File: src/hw/ucode_defines.svh
// Microcode loader widths and the character codes of the load file
`ifndef UCODE_DEFINES_SVH
`define UCODE_DEFINES_SVH

// Field and character widths
`define UC_WORD_W 16
`define UC_CHAR_W 7
`define UC_FIELD_BITS 6

// Control RAM and dispatch RAM geometry
`define CRAM_W 86
`define CRAM_ADR_W 11
`define DRAM_ADR_W 9
`define DRAM_ENTRY_W 15

// Data words per CRAM location and per DRAM even/odd pair
`define CRAM_WORDS_PER_ENTRY 6
`define DRAM_WORDS_PER_PAIR 3

// Separators and record letters, 7-bit ASCII
`define CH_COMMA 7'h2C
`define CH_NEWLINE 7'h0A
`define CH_RETURN 7'h0D
`define CH_SEMICOLON 7'h3B
`define CH_REC_Z 7'h5A
`define CH_REC_C 7'h43
`define CH_REC_D 7'h44

`endif

File: src/hw/ucode_pkg.sv
// Shared types of the microcode loader datapath and its state machines
`default_nettype none

`include "ucode_defines.svh"

package ucode_pkg;

  // Plain vectors for the widths that carry a meaning
  typedef logic [`UC_CHAR_W-1:0] ascii_char_t;
  typedef logic [`UC_WORD_W-1:0] uc_word_t;
  // CRAM bit n lives at vector position 85-n
  typedef logic [`CRAM_W-1:0] cram_word_t;
  typedef logic [`CRAM_ADR_W-1:0] cram_adr_t;
  typedef logic [`DRAM_ADR_W-1:0] dram_adr_t;
  // From MSB: A(3) B(3) P(1) J1-J4(4) J7(1) J8-J10(3)
  typedef logic [`DRAM_ENTRY_W-1:0] dram_entry_t;

  // Record letter of the current line
  typedef enum logic [1:0] {
    REC_ZERO, REC_CRAM, REC_DRAM, REC_BAD
  } rec_type_t;

  // Position of a field within its line
  typedef enum logic [1:0] {
    FIELD_COUNT, FIELD_ADR, FIELD_DATA, FIELD_CKSUM
  } field_kind_t;

  // Character decoder FSM
  typedef enum logic [1:0] {
    ST_TYPE, ST_SPACE, ST_FIELDS, ST_SKIP
  } dec_state_t;

endpackage

`default_nettype wire

File: src/hw/field_decoder.sv
// Field decoder, splits ASCIIized lines into typed 16-bit field strobes
`timescale 1ns/1ps
`default_nettype none

`include "ucode_defines.svh"

module field_decoder (
  input  logic                   clk,
  input  logic                   rst,
  input  logic                   char_valid,
  input  ucode_pkg::ascii_char_t char_data,
  output logic                   field_valid,
  output ucode_pkg::uc_word_t    field_value,
  output ucode_pkg::field_kind_t field_kind,
  output ucode_pkg::rec_type_t   rec_type
);
  import ucode_pkg::*;

  dec_state_t  state;
  // Value of the field being received
  uc_word_t    acc;
  // Field index in the line, saturates at 2 (first data field)
  logic [1:0]  field_idx;
  logic        is_comma;
  logic        is_newline;
  logic        is_return;
  field_kind_t next_kind;

  assign is_comma   = (char_data == `CH_COMMA);
  assign is_newline = (char_data == `CH_NEWLINE);
  assign is_return  = (char_data == `CH_RETURN);

  // Newline always closes the checksum, else position decides
  always_comb begin
    if (is_newline) next_kind = FIELD_CKSUM;
    else if (field_idx == 2'd0) next_kind = FIELD_COUNT;
    else if (field_idx == 2'd1) next_kind = FIELD_ADR;
    else next_kind = FIELD_DATA;
  end

  always_ff @(posedge clk) begin
    field_valid <= 1'b0;
    if (rst) begin
      state     <= ST_TYPE;
      rec_type  <= REC_BAD;
      field_idx <= 2'd0;
    end else if (char_valid) begin
      case (state)
        ST_TYPE: begin
          // Blank lines and stray returns are passed over
          if (char_data == `CH_SEMICOLON) begin
            state <= ST_SKIP;
          end else if (!is_newline && !is_return) begin
            state <= ST_SPACE;
            case (char_data)
              `CH_REC_Z: rec_type <= REC_ZERO;
              `CH_REC_C: rec_type <= REC_CRAM;
              `CH_REC_D: rec_type <= REC_DRAM;
              default:   rec_type <= REC_BAD;
            endcase
          end
        end
        ST_SPACE: begin
          // Second character is a don't-care separator
          field_idx <= 2'd0;
          acc       <= '0;
          state     <= is_newline ? ST_TYPE : ST_FIELDS;
        end
        ST_FIELDS: begin
          if (is_comma || is_newline) begin
            field_valid <= 1'b1;
            field_value <= acc;
            field_kind  <= next_kind;
            acc         <= '0;
            if (field_idx != 2'd2) field_idx <= field_idx + 2'd1;
            if (is_newline) state <= ST_TYPE;
          end else if (!is_return) begin
            // Un-ASCIIize, 6 payload bits per character, MS group first
            acc <= {acc[`UC_WORD_W-`UC_FIELD_BITS-1:0], char_data[`UC_FIELD_BITS-1:0]};
          end
        end
        ST_SKIP: begin
          if (is_newline) state <= ST_TYPE;
        end
        default: state <= ST_TYPE;
      endcase
    end
  end

endmodule

`default_nettype wire

File: src/hw/cram_word_builder.sv
// CRAM word builder, packs six data fields of a C record into 86 bits
`timescale 1ns/1ps
`default_nettype none

`include "ucode_defines.svh"

module cram_word_builder (
  input  logic                   clk,
  input  logic                   rst,
  input  logic                   field_valid,
  input  ucode_pkg::uc_word_t    field_value,
  input  ucode_pkg::field_kind_t field_kind,
  input  ucode_pkg::rec_type_t   rec_type,
  output logic                   cram_word_valid,
  output ucode_pkg::cram_word_t  cram_word
);
  import ucode_pkg::*;

  localparam logic [2:0] LAST_GRP = 3'(`CRAM_WORDS_PER_ENTRY - 1);

  // Index of the next data word within the current location
  logic [2:0] grp;
  logic       data_hit;
  logic       cksum_hit;

  assign data_hit  = field_valid && (rec_type == REC_CRAM) && (field_kind == FIELD_DATA);
  assign cksum_hit = field_valid && (field_kind == FIELD_CKSUM);

  always_ff @(posedge clk) begin
    if (rst) begin
      grp             <= '0;
      cram_word_valid <= 1'b0;
    end else begin
      cram_word_valid <= data_hit && (grp == LAST_GRP);
      // End of line drops a partial location
      if (cksum_hit) grp <= '0;
      else if (data_hit) grp <= (grp == LAST_GRP) ? 3'd0 : grp + 3'd1;
    end
  end

  ////////////////////////////////////////////////////
  // Slice placement, CRAM bit n at position 85-n and
  // the lowest numbered bit of each slice in the MSB
  always_ff @(posedge clk) begin
    if (data_hit) begin
      case (grp)
        3'd0:    cram_word[21:6]  <= field_value;
        3'd1:    cram_word[37:22] <= field_value;
        3'd2:    cram_word[53:38] <= field_value;
        3'd3:    cram_word[69:54] <= field_value;
        3'd4:    cram_word[85:70] <= field_value;
        // CALL and DISP, bits 80-85
        default: cram_word[5:0]   <= field_value[5:0];
      endcase
    end
  end

endmodule

`default_nettype wire

File: src/hw/dram_pair_builder.sv
// DRAM pair builder, scatters even, odd and common words into two entries
`timescale 1ns/1ps
`default_nettype none

`include "ucode_defines.svh"

module dram_pair_builder (
  input  logic                   clk,
  input  logic                   rst,
  input  logic                   field_valid,
  input  ucode_pkg::uc_word_t    field_value,
  input  ucode_pkg::field_kind_t field_kind,
  input  ucode_pkg::rec_type_t   rec_type,
  output logic                   dram_pair_valid,
  output ucode_pkg::dram_entry_t dram_even,
  output ucode_pkg::dram_entry_t dram_odd
);
  import ucode_pkg::*;

  localparam logic [1:0] LAST_GRP = 2'(`DRAM_WORDS_PER_PAIR - 1);

  logic [1:0] grp;
  logic       data_hit;
  logic       cksum_hit;
  // Held even and odd words until the common word arrives
  uc_word_t   even_w;
  uc_word_t   odd_w;

  // A, B, parity and J8-J10 from the own word, J1-J4 common, J7 shared
  function automatic dram_entry_t pack_entry(uc_word_t own, uc_word_t common, logic j7);
    return {own[13:11], own[10:8], own[5], common[3:0], j7, own[2:0]};
  endfunction

  assign data_hit  = field_valid && (rec_type == REC_DRAM) && (field_kind == FIELD_DATA);
  assign cksum_hit = field_valid && (field_kind == FIELD_CKSUM);

  always_ff @(posedge clk) begin
    if (rst) begin
      grp             <= '0;
      dram_pair_valid <= 1'b0;
    end else begin
      dram_pair_valid <= data_hit && (grp == LAST_GRP);
      if (cksum_hit) grp <= '0;
      else if (data_hit) grp <= (grp == LAST_GRP) ? 2'd0 : grp + 2'd1;
    end
  end

  always_ff @(posedge clk) begin
    if (data_hit) begin
      case (grp)
        2'd0: even_w <= field_value;
        2'd1: odd_w  <= field_value;
        default: begin
          // J7 is written by the odd word only, both entries see it
          dram_even <= pack_entry(even_w, field_value, odd_w[3]);
          dram_odd  <= pack_entry(odd_w, field_value, odd_w[3]);
        end
      endcase
    end
  end

endmodule

`default_nettype wire

File: src/hw/load_sequencer.sv
// Load sequencer, RAM write addressing and per-line checksum verdict
`timescale 1ns/1ps
`default_nettype none

module load_sequencer (
  input  logic                   clk,
  input  logic                   rst,
  input  logic                   field_valid,
  input  ucode_pkg::uc_word_t    field_value,
  input  ucode_pkg::field_kind_t field_kind,
  input  ucode_pkg::rec_type_t   rec_type,
  input  logic                   cram_word_valid,
  input  ucode_pkg::cram_word_t  cram_word,
  input  logic                   dram_pair_valid,
  input  ucode_pkg::dram_entry_t dram_even,
  input  ucode_pkg::dram_entry_t dram_odd,
  output logic                   cram_wr,
  output ucode_pkg::cram_adr_t   cram_adr,
  output ucode_pkg::cram_word_t  cram_data,
  output logic                   dram_wr,
  output ucode_pkg::dram_adr_t   dram_adr,
  output ucode_pkg::dram_entry_t dram_even_out,
  output ucode_pkg::dram_entry_t dram_odd_out,
  output logic                   line_done,
  output logic                   line_ok
);
  import ucode_pkg::*;

  // Running sum of the line, the checksum field makes it zero
  uc_word_t  line_sum;
  uc_word_t  line_total;
  uc_word_t  count_w;
  uc_word_t  data_cnt;
  // Next load address, DRAM uses the low bits
  cram_adr_t load_adr;
  logic      cksum_hit;

  assign line_total = line_sum + field_value;
  assign cksum_hit  = field_valid && (field_kind == FIELD_CKSUM);

  always_ff @(posedge clk) begin
    if (rst) begin
      cram_wr   <= 1'b0;
      dram_wr   <= 1'b0;
      line_done <= 1'b0;
      line_sum  <= '0;
      count_w   <= '0;
      data_cnt  <= '0;
      load_adr  <= '0;
    end else begin
      cram_wr   <= cram_word_valid;
      dram_wr   <= dram_pair_valid;
      line_done <= cksum_hit;
      // One CRAM location or one DRAM even/odd pair per write
      if (cram_word_valid) load_adr <= load_adr + cram_adr_t'(1);
      else if (dram_pair_valid) load_adr <= load_adr + cram_adr_t'(2);
      if (field_valid) begin
        if (field_kind == FIELD_CKSUM) begin
          line_sum <= '0;
          count_w  <= '0;
          data_cnt <= '0;
        end else begin
          line_sum <= line_total;
          case (field_kind)
            FIELD_COUNT: count_w  <= field_value;
            FIELD_ADR:   load_adr <= cram_adr_t'(field_value);
            default:     data_cnt <= data_cnt + uc_word_t'(1);
          endcase
        end
      end
    end
  end

  ////////////////////////////////////////////////////
  // Write payload and verdict
  always_ff @(posedge clk) begin
    if (cram_word_valid) begin
      cram_adr  <= load_adr;
      cram_data <= cram_word;
    end
    if (dram_pair_valid) begin
      dram_adr      <= dram_adr_t'(load_adr);
      dram_even_out <= dram_even;
      dram_odd_out  <= dram_odd;
    end
    // Good line: zero sum, matching count, known record letter
    if (cksum_hit) begin
      line_ok <= (line_total == '0) && (data_cnt == count_w) && (rec_type != REC_BAD);
    end
  end

endmodule

`default_nettype wire

File: src/hw/ucode_loader.sv
// Microcode loader top, character stream in, CRAM and DRAM writes out
`timescale 1ns/1ps
`default_nettype none

module ucode_loader (
  input  logic                   clk,
  input  logic                   rst,
  input  logic                   char_valid,
  input  ucode_pkg::ascii_char_t char_data,
  output logic                   cram_wr,
  output ucode_pkg::cram_adr_t   cram_adr,
  output ucode_pkg::cram_word_t  cram_data,
  output logic                   dram_wr,
  output ucode_pkg::dram_adr_t   dram_adr,
  output ucode_pkg::dram_entry_t dram_even,
  output ucode_pkg::dram_entry_t dram_odd,
  output logic                   line_done,
  output logic                   line_ok
);
  import ucode_pkg::*;

  // Decoded field strobe, fanned out to both builders and the sequencer
  logic        field_valid;
  uc_word_t    field_value;
  field_kind_t field_kind;
  rec_type_t   rec_type;
  logic        cram_word_valid;
  cram_word_t  cram_word;
  logic        dram_pair_valid;
  dram_entry_t pair_even;
  dram_entry_t pair_odd;

  field_decoder field_decoder_inst (.*);

  cram_word_builder cram_word_builder_inst (.*);

  dram_pair_builder dram_pair_builder_inst (.clk, .rst, .field_valid, .field_value,
    .field_kind, .rec_type, .dram_pair_valid, .dram_even(pair_even), .dram_odd(pair_odd));

  load_sequencer load_sequencer_inst (.clk, .rst, .field_valid, .field_value, .field_kind,
    .rec_type, .cram_word_valid, .cram_word, .dram_pair_valid, .dram_even(pair_even),
    .dram_odd(pair_odd), .cram_wr, .cram_adr, .cram_data, .dram_wr, .dram_adr,
    .dram_even_out(dram_even), .dram_odd_out(dram_odd), .line_done, .line_ok);

endmodule

`default_nettype wire

File: config.mk
export PLATFORM = sky130hd
export DESIGN_NAME = ucode_loader
export DESIGN_NICKNAME = d
export VERILOG_FILES = /design/src/hw/ucode_pkg.sv /design/src/hw/field_decoder.sv /design/src/hw/cram_word_builder.sv /design/src/hw/dram_pair_builder.sv /design/src/hw/load_sequencer.sv /design/src/hw/ucode_loader.sv
export VERILOG_INCLUDE_DIRS = /design/src /design/src/hw
export SDC_FILE = /design/constraint.sdc
export NUM_CORES = 1
export LEC_CHECK = 0
export BUFFER_PORTS_ARGS = -buffer_cell sky130_fd_sc_hd__buf_4
export CORE_AREA = 2 2 216 218
export DETAILED_ROUTE_END_ITERATION = 8
export DIE_AREA = 0 0 218 220
export PLACE_DENSITY = 0.48
export SLEW_MARGIN = 40
export SYNTH_ARGS = -nofsm -noshare
export SYNTH_HDL_FRONTEND = slang
export SYNTH_SLANG_ARGS = --single-unit
File: constraint.sdc
create_clock -name clk -period 12 [get_ports clk]
set_input_delay 2.4 -clock clk [delete_from_list [all_inputs] [get_ports clk]]
set_output_delay 2.4 -clock clk [all_outputs]
set_load 0.1 [all_outputs]
# After elaboration in Yosys (flattened, before gate mapping)
# Cells that the tools add are included.
# W data, S select, Z words.
[totals]
inputBits = 10
regBits = 391
out_inout_bits = 140
word_cells = 148
[op_classes]
bitwise = 6
muxes = 28
add_sub_neg = 7
n_reduce_logical = 42
eq_ne = 31
[ops]
columns = ["operator", "count"]
rows = [
  ["$mux W16", 7],
  ["$mux W11", 5],
  ["$pmux W16 S2", 1],
  ["$reduce_and A2 Y1", 11],
  ["$eq A7 B7 Y1 const B", 3],
  ["$mux W2", 10],
  ["$add A16 B1 Y16 const B", 1],
  ["$add A16 B16 Y16", 1],
  ["$eq A16 B16 Y1", 1],
  ["$logic_not A16 Y1", 1],
  ["$reduce_and A4 Y1", 4],
  ["$eq A7 B4 Y1 const B", 2],
  ["$eq A7 B6 Y1 const B", 2],
  ["$eq A2 B2 Y1 const B", 6],
  ["$add A11 B1 Y11 const B", 1],
  ["$add A11 B2 Y11 const B", 1],
  ["$eq A2 B1 Y1 const B", 5],
  ["$logic_and A1 B1 Y1", 10],
  ["$logic_not A2 Y1", 4],
  ["$pmux W2 S4", 1],
  ["$eq A3 B2 Y1 const B", 2],
  ["$eq A3 B3 Y1 const B", 2],
  ["$ne A2 B1 Y1 const B", 3],
  ["$not A1 Y1", 6],
  ["18 further kinds", 24],
]

# Depth between registers and ports, before layout
[logic_depth]
word_depth = 6
mapped_depth = 10
ltp_nobuf = 9

# Hierarchy
# Synthesis repeated with hierarchy kept, for this count alone.
[hier_totals]
cells_unflattened = 856
hier_area_um2 = 13751.9
[modules_own_cells]
columns = ["module", "area_each_um2", "instances", "cells_each"]
rows = [
  ["load_sequencer", 7576.0, 1, 540],
  ["cram_word_builder", 2896.5, 1, 126],
  ["field_decoder", 1699.1, 1, 118],
  ["dram_pair_builder", 1580.3, 1, 72],
]

# Worst setup path after synthesis
# No wires, ideal clock.
[synth_path]
path_type = "input to register"
startpoint = "in char_data[4]"
endpoint = "reg field_decoder_inst.field_kind[0] (enable)"
required_time_ps = 11584
t_arrival_ps = 4727
setup_ps = 416
stages = 5
slack_ps = 6857
path_buffers = 2
cell_sequence = "clkbuf_1 > nor4b_1 > o21ai_1 > clkbuf_1 > nor3_1"
[synth_between]
elab_chain_cells = 3
[synth_rtl]
columns = ["item", "line_no", "text"]
rows = [
  ["from (decl)", "ucode_loader.sv:9", "input ucode_pkg::ascii_char_t char_data,"],
  ["$eq A7 B6 Y1 (no line) or $eq A7 B4 Y1 (tied branches)", "-", ""],
  ["$logic_or A1 B1 Y1 (*)", "field_decoder.sv:70", "if (is_comma || is_newline) begin"],
  ["$reduce_and A4 Y1 (no line) (*)", "-", ""],
  ["to (signal assigned)", "field_decoder.sv:73", "field_kind <= next_kind;"],
  ["to (decl)", "field_decoder.sv:14", "output ucode_pkg::field_kind_t field_kind,"],
]
# Mark *: on every way between the ends. The rest lies on a longest branch, timed or not.
# A chain may end at the register's enable or synchronous reset.

# Worst setup path after layout
[layout_path]
startpoint = "in char_data[0]"
endpoint = "reg field_decoder_inst.acc[6] (enable)"
[layout_between]
elab_chain_cells = 4
[layout_rtl]
columns = ["item", "line_no", "text"]
rows = [
  ["$eq A7 B6 Y1 (no line) or $eq A7 B4 Y1 (tied branches)", "-", ""],
  ["$logic_or A1 B1 Y1", "field_decoder.sv:70", ""],
  ["$ne A3 B3 Y1 (no line) (*)", "-", ""],
  ["$reduce_and A4 Y1 (no line) (*)", "-", ""],
  ["to (signal assigned)", "field_decoder.sv:79", "acc <= {acc[`UC_WORD_W-`UC_FIELD_BITS-1:0], char_data[`UC_FIELD_BITS-1:0]};"],
  ["to (decl)", "field_decoder.sv:21", "uc_word_t acc;"],
]
# Marked as above.

==> results by group <==
Cells and area
  – Antenna Cells: 0
  – Final instance area: 16800 sq um
  – # nets final: roughly 1.1k
  – Final Util: 0.366
  – # fillers: between 4k and 5k
  – Area delta synth->final: 24.0%
  – Layout cells sized above 1: 0.232

CTS
  – CTS tree: yes
  – # hold bufs at CTS: 0
  – Clock network latency to the later pin of the worst-skew pair: 0.56 ns
  – H-tree Lvls: 2
  – PostCTS Resize Cnt: 0
  – Setup bufs post-CTS: 0
  – Reg clk slew, reported paths: ~0.06 ns
  – CTS buffer count: 40
  – Clock Path Buffers: 3
  – Clock root buffer: clkbuf_16
  – Clock sink total: 374

Die
  – Chip width: ~220 microns
  – Die Ht: between 200 and 250 microns
  – Initial Util: 0.295
  – Core Footprint: 45900 sq um
  – Std-Cell Rows: 79
  – Boundary Pins: 150
  – Die area: approximately 48000 sq um

Synth
  – Sequential area share after synthesis: 0.773
  – Synth Flop Type: edfxtp_1
  – Largest cells by area after synthesis: edfxtp_1, dfxtp_1, ha_1, nor2_1, xnor2_1
  – Syn Inst Count: 860
  – Warnings, synthesis: 0
  – Synth Area in Simple Gates: 0.0815
  – Compound-Gate Fraction of Synth Area: 0.0634
  – Mapped Area: 13500 sq um
  – Synth Area in XOR/XNOR: 0.0310
  – Syn Nets: around 900
  – Synthesis-stage register bit count: around 370
  – Largest area contributor in the netlist: edfxtp_1
  – Fraction of the mapped netlist area in adder cells: 0.0311
  – Yosys top cell area share: 0.661
  – Mux share of post-synthesis cell area: 0.00388
  – Syn_area_per_cell: 15.7 sq um
  – Async SR Flop Fraction: 0
  – Number of library cell types mapped by synthesis: 58
  – Main combinational cell family by area after synthesis: simple AND/OR/NAND/NOR gates
  – Post-synth EDFFs: approximately 300

Routing
  – First DRT Iteration DRCs: between 400 and 500
  – Total Wirelength: between 20 and 30 mm
  – DR vias/cell: 4.43
  – Drt pass-1 iters: 5
  – Via count: roughly 7.4k
  – Drt wl/cell: about 18 microns
  – DR DRC count: 0
  – Post-route ant nets: 0

Global route
  – GRT Residual Overflow: 0
  – Antenna violations before repair: 0
  – First-pass GRT wire length: between 40 and 50 mm
  – Met1 GRT Util: 0.163
  – Vias in the first global route: 7325
  – Overall routing resource usage: 0.123
  – GRT busiest layer: met2
  – Grt met2 use: 0.198
  – GR Layer Usage met3: 0.0269
  – Largest net degree at the start of global routing: 70

Pwr
  – Peak VDD IR: approximately 0.10 mV
  – Int Power: 2.14 mW
  – Static Leak: approximately 5.9 nW
  – Power Density: between 150 and 200 nW/um^2
  – Logic pwr share: 0.009
  – Clock share of power: 0.471
  – Net Sw Frac: 0.196
  – Sequential share of power: 0.520
  – Psw: 0.523 mW

Worst setup path
  – Worst Path Required: between 10 and 15 ns
  – Critical path type: input port to flip-flop
  – Reg-to-Reg End: load_sequencer_inst.line_ok
  – Reg-to-reg slack, setup: slightly above 8 ns
  – Critical Path Start Type: input port
  – Critical Path End Type: flip-flop
  – R2R cell count: 9
  – Crit path arrival time: roughly 4.4 ns
  – Worst reg2reg startpoint: field_decoder_inst.field_value[0]
  – Critical path peak fanout: 18

Min path
  – Hold Path Depth: 0
  – Hold Path Origin: cram_word_builder_inst.cram_word[40]
  – Worst Hold Class: flip-flop to flip-flop
  – Hold Path Sink: load_sequencer_inst.cram_data[40]

Run status
  – Status: complete, no violations

STA
  – Worst relative slew slack: 0.468
  – Worst slew pin tran: 0.798 ns
  – TNS Setup: 0 ns
  – Fin crit period: roughly 4.1 ns
  – Max Transition Viols Final: 0
  – Final Setup Violations: 0
  – Clock Skew: ~0.018 ns
  – Highest Clock Rate: approximately 240 MHz
  – Final hold vios: 0
  – Final period util: 0.345
  – Unrepaired setup endpoints after global routing: false

Run
  – Max_cap viols: 0

Place
  – Post-DP HPWL: about 19 mm
  – Routability cong.: ~0.78
  – Dpl cell area: around 15000 sq um
  – Port Buffer Count: approximately 150
## layout by cell type, fill, tap and decap left out, types with 5 or more instances in the layout
master     netlist  routed
nor2_1          75      72
inv_1           22      22
a211oi_1        15      14
edfxtp_1       298     298
or3_1            6       6
xnor2_1         24      24
nand3_1         19      19
clkinv_2         0       7
nor2b_1          5       5
nand2_1         34      34
a21oi_1         34      34
clkbuf_1        24       6
xor2_1          22      22
nand2b_1         7       7
a21o_1           5       5
buf_4            5     159
a22oi_1         23      23
o21ai_0         19      19
and2_1          13      12
nor3_1          12       9
dfxtp_1         76      74
clkinv_1         0       7
nand4_1          8       8
ha_1            32      32
bufinv_16        0       6
and3_1          21      21
clkbuf_16        0      40
## power by group through the flow
stage	Sequential (mW)	Clock (mW)	Combinational, mW
after CTS	1.39	1.30	0.0252
final	1.39	1.26	0.0248
after floorplan	1.41	0	0.0167
after global routing	1.39	1.35	0.0283
after detailed placement	1.41	0	0.0251
after global placement	1.41	0	0.0243
## cell type report
| class | count | area [sq um] | area share |
|---|---|---|---|
| inverters | 22 | 82.6 | 0.00492 |
| flip-flops and latches | 374 | 10500 | 0.624 |
| repair buffers | 160 | 1200 | 0.0718 |
| clock inverters | 28 | 328 | 0.0195 |
| well taps | 607 | 759 | 0.0452 |
| multi-input cells | 434 | 2910 | 0.174 |
| clock buffers | 46 | 1020 | 0.0610 |
## cells in the mapped netlist (3+ instances only)
| cell | number |
|---|---|
| dfxtp_1 | 76 |
| nor3b_1 | 3 |
| nand4b_1 | 4 |
| a21o_1 | 5 |
| nand3_1 | 19 |
| and3_1 | 21 |
| nor2b_1 | 5 |
| nand2_1 | 34 |
| o21a_1 | 4 |
| ha_1 | 32 |
| a21oi_1 | 34 |
| nor4_1 | 4 |
| or4_1 | 3 |
| nand2b_1 | 7 |
| and2_1 | 13 |
| a22oi_1 | 23 |
| nand4_1 | 8 |
| a211oi_1 | 15 |
| inv_1 | 22 |
| edfxtp_1 | 298 |
| or3_1 | 6 |
| mux2i_1 | 3 |
| xnor2_1 | 24 |
| buf_4 | 5 |
| o211ai_1 | 3 |
| clkbuf_1 | 24 |
| nor2_1 | 75 |
| nor3_1 | 12 |
| xor2_1 | 22 |
| o31ai_1 | 3 |
| o21ai_0 | 19 |
## critical path, cell delays in order
cell and delay [ns]:
buf_4 0.13, nor4b_1 0.57, o21ai_2 0.34, a311oi_2 0.64
buf_4 0.29
## cell families after synthesis
logic type / count (synthesis)
and+or+nand+nor: 221
buffers and inverters: 52
muxes: 5
xor gates and xnor gates: 47
DFF: 374
AOI/OAI and AO/OA: 128
adders and majority gates: 33
## metal layers
metal  wire (microns)  up-vias  share of wire
met5                0        -              0
met4              724        0          0.024
met3             1490       48          0.050
met2            14000      168           0.47
met1            13400     3607           0.45
li1                 -     3575              -
## how the worst max path moves through the flow
stage	slack, ns	start	cells past startpoint	endpoint
floorplan	6.86	char_data[4]	5	field_decoder_inst.field_kind[0]
global placement	7.25	char_data[0]	5	field_decoder_inst.acc[12]
detailed placement	7.34	char_data[0]	5	field_decoder_inst.acc[12]
CTS	7.91	char_data[0]	5	field_decoder_inst.acc[12]
global route	7.69	char_data[0]	5	field_decoder_inst.acc[8]
finish	7.86	char_data[0]	5	field_decoder_inst.acc[6]
## registers in the layout, indices dropped and copies added (netlist names), 2 cells and up
signal and flops:
dram_pair_builder_inst.even_w 10, field_decoder_inst.rec_type 2, load_sequencer_inst.dram_odd_out 15, load_sequencer_inst.load_adr 11
load_sequencer_inst.dram_even_out 10, load_sequencer_inst.data_cnt 16, load_sequencer_inst.count_w 16, cram_word_builder_inst.grp 3
load_sequencer_inst.dram_adr 9, dram_pair_builder_inst.dram_even 10, dram_pair_builder_inst.odd_w 11, load_sequencer_inst.cram_data 86
load_sequencer_inst.cram_adr 11, field_decoder_inst.state 2, load_sequencer_inst.line_sum 16, cram_word_builder_inst.cram_word 86
dram_pair_builder_inst.grp 2, field_decoder_inst.field_kind 2, field_decoder_inst.field_value 16, field_decoder_inst.field_idx 2
field_decoder_inst.acc 16, dram_pair_builder_inst.dram_odd 15
## stage by stage
step | hold slack [ns] | total power, mW | setup slack [ns] | instances
floorplan | 0.400 | 1.43 | 6.86 | 860
finish | 0.405 | 2.67 | 7.86 | 1671
detailed placement | 0.405 | 1.44 | 7.34 | 1597
global placement | 0.401 | 1.44 | 7.25 | 1597
CTS | 0.400 | 2.71 | 7.91 | 1671
global route | 0.411 | 2.77 | 7.69 | 1671
(Power assumes the default switching activity.)
